===== src/include/hub75_config.svh =====
// hub75 panel geometry and colour depth shared by the design
`ifndef HUB75_CONFIG_SVH
`define HUB75_CONFIG_SVH

// panel size, one bank of scan rows
`define HUB75_N_ROWS 4
`define HUB75_N_COLS 8

// bitplanes per colour channel
`define HUB75_N_PLANES 4

// address widths
`define HUB75_LOG_ROWS 2   // row select on the panel address pins
`define HUB75_LOG_COLS 3   // column index into the frame buffer

// plane index width
`define HUB75_LOG_PLANES 2

`endif


===== src/verilog/hub75_pkg.sv =====
// hub75 shared types for pixels, timing config and panel pins
`include "hub75_config.svh"

package hub75_pkg;

	// frame buffer word, plane-depth colour per channel
	typedef struct packed {
		logic [`HUB75_N_PLANES-1:0] r;
		logic [`HUB75_N_PLANES-1:0] g;
		logic [`HUB75_N_PLANES-1:0] b;
	} pixel_t;

	// scan timing, all counts in clk cycles
	typedef struct packed {
		logic [7:0] pre_latch_len;   // settle before le
		logic [7:0] latch_len;       // le pulse width
		logic [7:0] post_latch_len;  // hold after le
		logic [7:0] bit_len;         // lit time of plane 0
	} cfg_t;

	// one panel pin set
	typedef struct packed {
		logic [`HUB75_LOG_ROWS-1:0] addr;  // row select
		logic [2:0] data;                  // r, g and b serial bits
		logic clk;                         // shift clock
		logic le;                          // latch enable
		logic blank;                       // output enable, active high blanks
	} pins_t;

endpackage


===== src/verilog/hub75_framebuffer.sv =====
// hub75 double-buffered pixel store, host writes back page, scan reads front
`timescale 1ns/1ps
`include "hub75_config.svh"

module hub75_framebuffer (
	input  logic clk,
	input  logic rst,

	// host side, back page
	input  logic [`HUB75_LOG_ROWS-1:0] wr_row,
	input  logic [`HUB75_LOG_COLS-1:0] wr_col,
	input  hub75_pkg::pixel_t          wr_pixel,
	input  logic                       wr_en,

	// shifter side, front page
	input  logic [`HUB75_LOG_ROWS-1:0] rd_row,
	input  logic [`HUB75_LOG_COLS-1:0] rd_col,
	output hub75_pkg::pixel_t          rd_pixel,

	// page flip, only while scan idle
	input  logic swap
);

	import hub75_pkg::*;

	localparam int AW    = 1 + `HUB75_LOG_ROWS + `HUB75_LOG_COLS;  // page, row, col
	localparam int DEPTH = 2 * `HUB75_N_ROWS * `HUB75_N_COLS;       // two full pages

	pixel_t mem [0:DEPTH-1];

	logic          front;    // page currently scanned out
	logic [AW-1:0] wr_addr;
	logic [AW-1:0] rd_addr;

	// writer always lands in the hidden page
	assign wr_addr = {~front, wr_row, wr_col};
	assign rd_addr = {front, rd_row, rd_col};

	// front page select
	always_ff @(posedge clk or posedge rst) begin
		if (rst) begin
			front <= 1'b0;  // page 0 shown first
		end else if (swap) begin
			front <= ~front;
		end
	end

	// storage, registered read port
	always_ff @(posedge clk) begin
		if (wr_en) begin
			mem[wr_addr] <= wr_pixel;
		end
		rd_pixel <= mem[rd_addr];  // one cycle latency seen by shifter
	end

endmodule


===== src/verilog/hub75_ctrl.sv =====
// hub75 row and bitplane sequencer for shift, latch and lit phases
`timescale 1ns/1ps
`include "hub75_config.svh"

module hub75_ctrl (
	input  logic clk,
	input  logic rst,

	// scan request from top
	input  logic            go,
	output logic            rdy,   // idle, previous frame complete
	input  hub75_pkg::cfg_t cfg,

	// shifter
	output logic                         shift_go,
	output logic [`HUB75_LOG_ROWS-1:0]   shift_row,
	output logic [`HUB75_LOG_PLANES-1:0] shift_plane,
	input  logic                         shift_rdy,

	// blanking
	output logic                         blank_go,
	output logic [`HUB75_LOG_PLANES-1:0] blank_plane,
	input  logic                         blank_rdy,

	// panel pins
	output logic [`HUB75_LOG_ROWS-1:0] addr,
	output logic                       le
);

	localparam int LR = `HUB75_LOG_ROWS;
	localparam int LP = `HUB75_LOG_PLANES;
	localparam logic [LR-1:0] LAST_ROW   = LR'(`HUB75_N_ROWS - 1);
	localparam logic [LP-1:0] LAST_PLANE = LP'(`HUB75_N_PLANES - 1);

	typedef enum logic [2:0] {
		IDLE,   // waiting for go
		WAIT,   // shift and previous plane both finishing
		PRE,    // data settle before latch
		LATCH,  // le high
		POST,   // hold after latch
		DRAIN   // last plane still lit
	} state_t;

	state_t     state;
	logic [7:0] cnt;  // shared phase counter

	assign rdy = (state == IDLE);

	always_ff @(posedge clk or posedge rst) begin
		if (rst) begin
			state       <= IDLE;
			cnt         <= '0;
			shift_go    <= 1'b0;
			shift_row   <= '0;
			shift_plane <= '0;
			blank_go    <= 1'b0;
			blank_plane <= '0;
			addr        <= '0;
			le          <= 1'b0;
		end else begin
			shift_go <= 1'b0;
			blank_go <= 1'b0;
			case (state)
			IDLE: begin
				if (go) begin
					shift_go    <= 1'b1;  // first plane of row 0
					shift_row   <= '0;
					shift_plane <= '0;
					state       <= WAIT;
				end
			end
			WAIT: begin
				// rdy levels lag the go pulse by a cycle
				if (!shift_go && shift_rdy && blank_rdy) begin
					addr        <= shift_row;    // panel dark here, safe to move
					blank_plane <= shift_plane;  // plane being latched
					cnt         <= cfg.pre_latch_len;
					state       <= PRE;
				end
			end
			PRE: begin
				if (cnt <= 8'd1) begin
					cnt   <= cfg.latch_len;
					le    <= 1'b1;
					state <= LATCH;
				end else begin
					cnt <= cnt - 8'd1;
				end
			end
			LATCH: begin
				if (cnt <= 8'd1) begin
					cnt   <= cfg.post_latch_len;
					le    <= 1'b0;
					state <= POST;
				end else begin
					cnt <= cnt - 8'd1;
				end
			end
			POST: begin
				if (cnt <= 8'd1) begin
					blank_go <= 1'b1;  // light the latched plane
					if (shift_row == LAST_ROW && shift_plane == LAST_PLANE) begin
						state <= DRAIN;
					end else begin
						shift_go <= 1'b1;  // next plane shifts while this one is lit
						if (shift_plane == LAST_PLANE) begin
							shift_plane <= '0;
							shift_row   <= shift_row + LR'(1);
						end else begin
							shift_plane <= shift_plane + LP'(1);
						end
						state <= WAIT;
					end
				end else begin
					cnt <= cnt - 8'd1;
				end
			end
			DRAIN: begin
				if (!blank_go && blank_rdy) begin
					state <= IDLE;  // frame done
				end
			end
			default: state <= IDLE;
			endcase
		end
	end

endmodule


===== src/verilog/hub75_shift.sv =====
// hub75 column shifter, one plane of one row out on the serial data pins
`timescale 1ns/1ps
`include "hub75_config.svh"

module hub75_shift (
	input  logic clk,
	input  logic rst,

	// control
	input  logic                         go,
	input  logic [`HUB75_LOG_ROWS-1:0]   row,
	input  logic [`HUB75_LOG_PLANES-1:0] plane,
	output logic                         rdy,

	// frame buffer read port
	output logic [`HUB75_LOG_ROWS-1:0] rd_row,
	output logic [`HUB75_LOG_COLS-1:0] rd_col,
	input  hub75_pkg::pixel_t          rd_pixel,

	// panel side
	output logic [2:0] data,  // r, g, b
	output logic       pclk
);

	localparam int CW = `HUB75_LOG_COLS + 2;                 // phase bit, column, tail
	localparam logic [CW-1:0] LAST = CW'(2 * `HUB75_N_COLS);  // tail step, last clock high

	logic [CW-1:0]                cnt;
	logic [`HUB75_LOG_PLANES-1:0] plane_q;

	// even step issues the read, odd step captures it
	assign rd_col = cnt[CW-2:1];

	always_ff @(posedge clk or posedge rst) begin
		if (rst) begin
			rdy  <= 1'b1;
			cnt  <= '0;
			pclk <= 1'b0;
		end else begin
			pclk <= 1'b0;  // high for one cycle per column
			if (go) begin
				rdy <= 1'b0;
				cnt <= '0;
			end else if (!rdy) begin
				cnt <= cnt + CW'(1);
				if (!cnt[0] && cnt != '0) begin
					pclk <= 1'b1;  // clock in the column set up last step
				end
				if (cnt == LAST) begin
					rdy <= 1'b1;
				end
			end
		end
	end

	// row and plane held for the whole pass
	always_ff @(posedge clk) begin
		if (go) begin
			rd_row  <= row;
			plane_q <= plane;
		end
		if (!rdy && cnt[0]) begin
			data <= {rd_pixel.r[plane_q], rd_pixel.g[plane_q], rd_pixel.b[plane_q]};
		end
	end

endmodule


===== src/verilog/hub75_blanking.sv =====
// hub75 lit interval timer, binary weighted on the plane index
`timescale 1ns/1ps
`include "hub75_config.svh"

module hub75_blanking (
	input  logic clk,
	input  logic rst,

	// control
	input  logic                         go,
	input  logic [`HUB75_LOG_PLANES-1:0] plane,
	input  logic [7:0]                   bit_len,  // plane 0 lit cycles
	output logic                         rdy,

	// panel side
	output logic blank
);

	localparam int CW = 8 + `HUB75_N_PLANES - 1;  // room for bit_len << top plane

	logic [CW-1:0] cnt;  // lit cycles left

	// free again the cycle the panel goes dark
	assign rdy = blank;

	always_ff @(posedge clk or posedge rst) begin
		if (rst) begin
			cnt   <= '0;
			blank <= 1'b1;  // dark out of reset
		end else if (go) begin
			cnt   <= CW'(bit_len) << plane;
			blank <= 1'b0;
		end else if (!blank) begin
			if (cnt <= CW'(1)) begin
				blank <= 1'b1;  // interval over
			end else begin
				cnt <= cnt - CW'(1);
			end
		end
	end

endmodule


===== src/verilog/hub75_phy.sv =====
// hub75 pad register stage, panel held dark in reset
`timescale 1ns/1ps

module hub75_phy (
	input  logic clk,
	input  logic rst,

	// pins from the core
	input  hub75_pkg::pins_t pins_in,

	// registered pads
	output hub75_pkg::pins_t pins_out
);

	// every pin gets the same single cycle of delay
	always_ff @(posedge clk or posedge rst) begin
		if (rst) begin
			pins_out.addr  <= '0;
			pins_out.data  <= '0;
			pins_out.clk   <= 1'b0;  // no shift edges
			pins_out.le    <= 1'b0;  // no latch
			pins_out.blank <= 1'b1;  // leds off
		end else begin
			pins_out.addr  <= pins_in.addr;
			pins_out.data  <= pins_in.data;
			pins_out.clk   <= pins_in.clk;
			pins_out.le    <= pins_in.le;
			pins_out.blank <= pins_in.blank;
		end
	end

endmodule


===== src/verilog/hub75_top.sv =====
// hub75 panel driver top, frame buffer, sequencer, shifter, blanking and pads
`timescale 1ns/1ps
`include "hub75_config.svh"

module hub75_top (
	input  logic clk,
	input  logic rst,

	// host pixel write into back page
	input  logic [`HUB75_LOG_ROWS-1:0] wr_row,
	input  logic [`HUB75_LOG_COLS-1:0] wr_col,
	input  hub75_pkg::pixel_t          wr_pixel,
	input  logic                       wr_en,

	// page swap and run control
	input  logic frame_swap,  // one-cycle request
	output logic frame_rdy,   // low while a swap is pending
	input  logic ctrl_run,

	input  hub75_pkg::cfg_t cfg,

	// panel pads
	output hub75_pkg::pins_t pins
);

	import hub75_pkg::*;

	logic swap_pending;
	logic swap_fb;
	logic scan_go;
	logic scan_rdy;

	logic [`HUB75_LOG_ROWS-1:0] fb_rd_row;
	logic [`HUB75_LOG_COLS-1:0] fb_rd_col;
	pixel_t                     fb_rd_pixel;

	logic                         shift_go;
	logic                         shift_rdy;
	logic [`HUB75_LOG_ROWS-1:0]   shift_row;
	logic [`HUB75_LOG_PLANES-1:0] shift_plane;
	logic [2:0]                   shift_data;
	logic                         shift_pclk;

	logic                         blank_go;
	logic                         blank_rdy;
	logic [`HUB75_LOG_PLANES-1:0] blank_plane;
	logic                         blank_out;

	logic [`HUB75_LOG_ROWS-1:0] ctrl_addr;
	logic                       ctrl_le;

	pins_t pins_pre;  // core pins before the pad stage

	// swap request held until the scan is idle
	always_ff @(posedge clk or posedge rst) begin
		if (rst) begin
			swap_pending <= 1'b0;
		end else begin
			swap_pending <= (swap_pending & ~scan_rdy) | frame_swap;
		end
	end

	assign frame_rdy = ~swap_pending;
	assign swap_fb   = swap_pending & scan_rdy;             // flip between frames
	assign scan_go   = scan_rdy & ~swap_pending & ctrl_run;  // next frame after flip

	assign pins_pre = '{
		addr:  ctrl_addr,
		data:  shift_data,
		clk:   shift_pclk,
		le:    ctrl_le,
		blank: blank_out
	};

	hub75_framebuffer fb_i (
		.clk(clk), .rst(rst),
		.wr_row(wr_row), .wr_col(wr_col), .wr_pixel(wr_pixel), .wr_en(wr_en),  // host
		.rd_row(fb_rd_row), .rd_col(fb_rd_col), .rd_pixel(fb_rd_pixel),         // shifter
		.swap(swap_fb)
	);

	hub75_ctrl ctrl_i (
		.clk(clk), .rst(rst),
		.go(scan_go), .rdy(scan_rdy), .cfg(cfg),
		.shift_go(shift_go), .shift_row(shift_row), .shift_plane(shift_plane),
		.shift_rdy(shift_rdy),
		.blank_go(blank_go), .blank_plane(blank_plane), .blank_rdy(blank_rdy),
		.addr(ctrl_addr), .le(ctrl_le)  // to pads
	);

	hub75_shift shift_i (
		.clk(clk), .rst(rst),
		.go(shift_go), .row(shift_row), .plane(shift_plane), .rdy(shift_rdy),
		.rd_row(fb_rd_row), .rd_col(fb_rd_col), .rd_pixel(fb_rd_pixel),
		.data(shift_data), .pclk(shift_pclk)  // to pads
	);

	hub75_blanking blank_i (
		.clk(clk), .rst(rst),
		.go(blank_go), .plane(blank_plane), .bit_len(cfg.bit_len), .rdy(blank_rdy),
		.blank(blank_out)
	);

	hub75_phy phy_i (
		.clk(clk), .rst(rst),
		.pins_in(pins_pre),
		.pins_out(pins)
	);

endmodule


===== config.mk =====
export PLATFORM = sky130hd
export DESIGN_NAME = hub75_top
export DESIGN_NICKNAME = d
export VERILOG_FILES = /design/src/verilog/hub75_pkg.sv /design/src/verilog/hub75_framebuffer.sv /design/src/verilog/hub75_ctrl.sv /design/src/verilog/hub75_shift.sv /design/src/verilog/hub75_blanking.sv /design/src/verilog/hub75_phy.sv /design/src/verilog/hub75_top.sv
export VERILOG_INCLUDE_DIRS = /design/src /design/src/include
export SDC_FILE = /design/constraint.sdc
export NUM_CORES = 1
export LEC_CHECK = 0
export ABC_AREA = 1
export BUFFER_PORTS_ARGS = -buffer_cell sky130_fd_sc_hd__buf_2
export CAP_MARGIN = 20
export CORE_MARGIN = 4
export CORE_UTILIZATION = 30
export DETAILED_ROUTE_END_ITERATION = 8
export PLACE_DENSITY = 0.52
export REMOVE_ABC_BUFFERS = 1
export SKIP_CTS_REPAIR_TIMING = 1
export SYNTH_ARGS = -nofsm -noshare
export SYNTH_HDL_FRONTEND = slang
export SYNTH_SLANG_ARGS = --single-unit
export TNS_END_PERCENT = 10

===== constraint.sdc =====
create_clock -name clk -period 2.4 [get_ports clk]
set_input_delay 0.72 -clock clk [delete_from_list [all_inputs] [get_ports clk]]
set_output_delay 0.72 -clock clk [all_outputs]
set_load 0.005 [all_outputs]

==> impl_metrics.yaml <==
sta:
  final_hold_viol_count: 0
  setup_viol: 0
  period_share_pct: 91.7
  setup-tns-final_ns: 0
  fin_crit_ns: 2.20
  grt_setup_unrepaired: "false"
  max_freq_ghz: 0.455
  maxSlewHeadroom_pct: 58.2
  finClkSkew_ns: 0.0375
  slew_viol_final: 0
  worst_pin_slew_ns: 0.628
placement:
  placed_area_mm2: 0.0400
  dp_hpwl_mm: 58.9
  port_buffers: 62
  routabilityCongestion: 0.803
  dp_cells: 5128
drt:
  drt-pass1-iter-count: 8
  drc_errors: 0
  first_iter_violations: 2150
  finalWirelength_mm: 100
  vias: 24282
  antenna_left: 0
  routedWlPerCell_um: 18.9
  avgViaCountPerCell: 4.59
logic_synthesis:
  ys_warn_count: 0
  syn_area_per_cell_um2: 10.6
  ys_types: 44
  ys_ff_latch: 838
  synth-edff-count: 775
  ys_seq_area_share_pct: 67.5
  netlist_area_mm2: 0.0368
  synthesis.instances: 3454
  ys.flop_type: "edfxtp_1"
  async_flop_share_pct: 6.09
grt:
  grt_pass1_vias: 23524
  overflow: 0
  grt_max_degree: 90
  grt_pass1_wl_mm: 150
  grtUsageTotal_pct: 15.5
  antenna_found_initial: 6
clock_network:
  worstSkewPairLatency_ns: 0.68
  cts_buffers: 90
  h-tree-depth: 3
  tritoncts: "yes"
  cts-root-buf: "clkbuf_16"
  cts_buffer_depth: 3
  clock_sinks: 838
  clk_pin_slew_ns: 0.06
critical_path:
  cp_max_fo: 38
  max_stage_delay_ns: 0.55
  crit_type: "reg2reg"
  end_kind: "flop"
  cp.arrival_ns: 2.75
  path_cells: "buf_12, buf_12, or2_2, nand3_1, nand3_1, nand3_1, nand3_1, nand3_1, nand2_1"
  cpMostUsedCell: "nand3_1"
  crit_required_ns: 2.95
  cp-start-kind: "flop"
  crit_start: "shift_i.cnt[1]"
  r2r_start: "shift_i.cnt[1]"
  timing.rr.end: "fb_i.rd_pixel[10]"
  slowest_stage: "dfrtp_4"
  r2r_cells: 9
  reg2reg_setup_slack_ns: 0.20
floorplanning:
  die-area_mm2: 0.128
  die_h_um: 358
  initial_core_util_pct: 30.2
  ioPinCount: 63
  rows: 128
  die_w_um: 358
  coreArea_mm2: 0.122
final_layout:
  mostFrequentLayoutCell: "nand2_1"
  mostFrequentLayoutCells: "nand2_1 (831), edfxtp_1 (775), nand3_1 (641)"
  fin_nets: 3657
  fin_area_mm2: 0.0428
  instances_no_fill: 5293
  fillerInstances: 12146
  antenna_cells: 0
  layout-drive-gt1-share_pct: 12.6
  synthToLayoutAreaGrowth_pct: 16.5
pwr:
  peakVddDrop_v: 0.000734
  power.density_mw_per_mm2: 1060
  p_leak_nw: 17.2
flow_run:
  cap_violations: 0
worst_hold_path:
  hold_path.class: "in2async"
run_status:
  status: "finished, final reports clean"
## cell families after synthesis
logic type	count (synthesis)	share of synthesized area [%]
compound gates	151	3.04
xor+xnor	6	0.143
fa+ha+maj	8	0.272
buf+inv	705	8.06
flops	838	67.5
simple gates	1746	21.0
## worst max path at each step
stage / to / slack [ns]
after global routing: fb_i.rd_pixel[10] / 0.13
after global placement: fb_i.mem[10][7] / 0.21
after floorplan: fb_i.rd_pixel[0] / -10.88
after CTS: fb_i.rd_pixel[10] / 0.23
final: fb_i.rd_pixel[10] / 0.20
after detailed placement: fb_i.mem[21][9] / 0.18
## worst max-delay path, delay by kind of cell, from the launching register on
family / cells / cell delay [ns]
flops: 1 / 0.55
simple gates: 7 / 1.10
buf+inv: 2 / 0.41
## state kept, by name (all words and copies together), names as in the netlist, 3 cells and up
name / count
phy_i.pins_out: 8
blank_i.cnt: 11
fb_i.rd_pixel: 12
shift_i.cnt: 5
fb_i.mem: 768
shift_i.data: 3
ctrl_i.cnt: 8
ctrl_i.state: 3
## cell type report
| cell class | instances | area [µm²] | share of cell area [%] |
|---|---|---|---|
| inverters | 531 | 2010 | 4.69 |
| repair buffers | 223 | 2060 | 4.80 |
| flip-flops and latches | 838 | 24800 | 57.9 |
| clock inverters | 42 | 420 | 0.982 |
| multi-input cells | 1911 | 9050 | 21.1 |
| clock buffers | 123 | 2450 | 5.72 |
| well taps | 1625 | 2030 | 4.75 |
## per-layer routing
layer / track usage (%) / vias up / wire, µm
li1: - / 11767 / -
met1: 21.6 / 11707 / 44800
met2: 25.4 / 658 / 46900
met3: 2.70 / 148 / 6000
met4: 3.78 / 2 / 2260
met5: 0 / - / 8
## cells in the mapped netlist, types with 12 or more instances
master    number  area (µm²)
or2_1         53         332
o211ai_2      36         450
buf_6         20         225
inv_1        521        1960
nor2_1       137         514
edfxtp_1     775       23300
dfrtp_1       48        1200
nand2_1      831        3120
a21oi_1       16        80.1
dfxtp_1       12         240
o21ai_0       54         270
nand3_1      641        3210
or2_2         43         269
clkbuf_1      45         169
o211ai_1      25         188
buf_1         12        45.0
nand4_1       15        93.8
buf_2         81         405
## where the power goes
group          leakage, nW  switching (W)  internal [W]
Clock                 1.40        0.00584       0.00773
Combinational         8.08         0.0101       0.00486
Sequential            7.69       0.000391        0.0166
Total                 17.2         0.0164        0.0292
## through the flow
stage               hold slack [ns]  util (%)  power, W  setup WS, ns
floorplan                     0.331         -    0.0237        -10.88
global route                 0.0232      35.2    0.0482         0.127
global placement              0.342      32.8    0.0324         0.210
detailed placement            0.344      32.8    0.0324         0.180
finish                       0.0202      35.2    0.0455         0.200
CTS                        -0.00818      35.2    0.0461         0.229
Power figures use the tool's default switching activity.
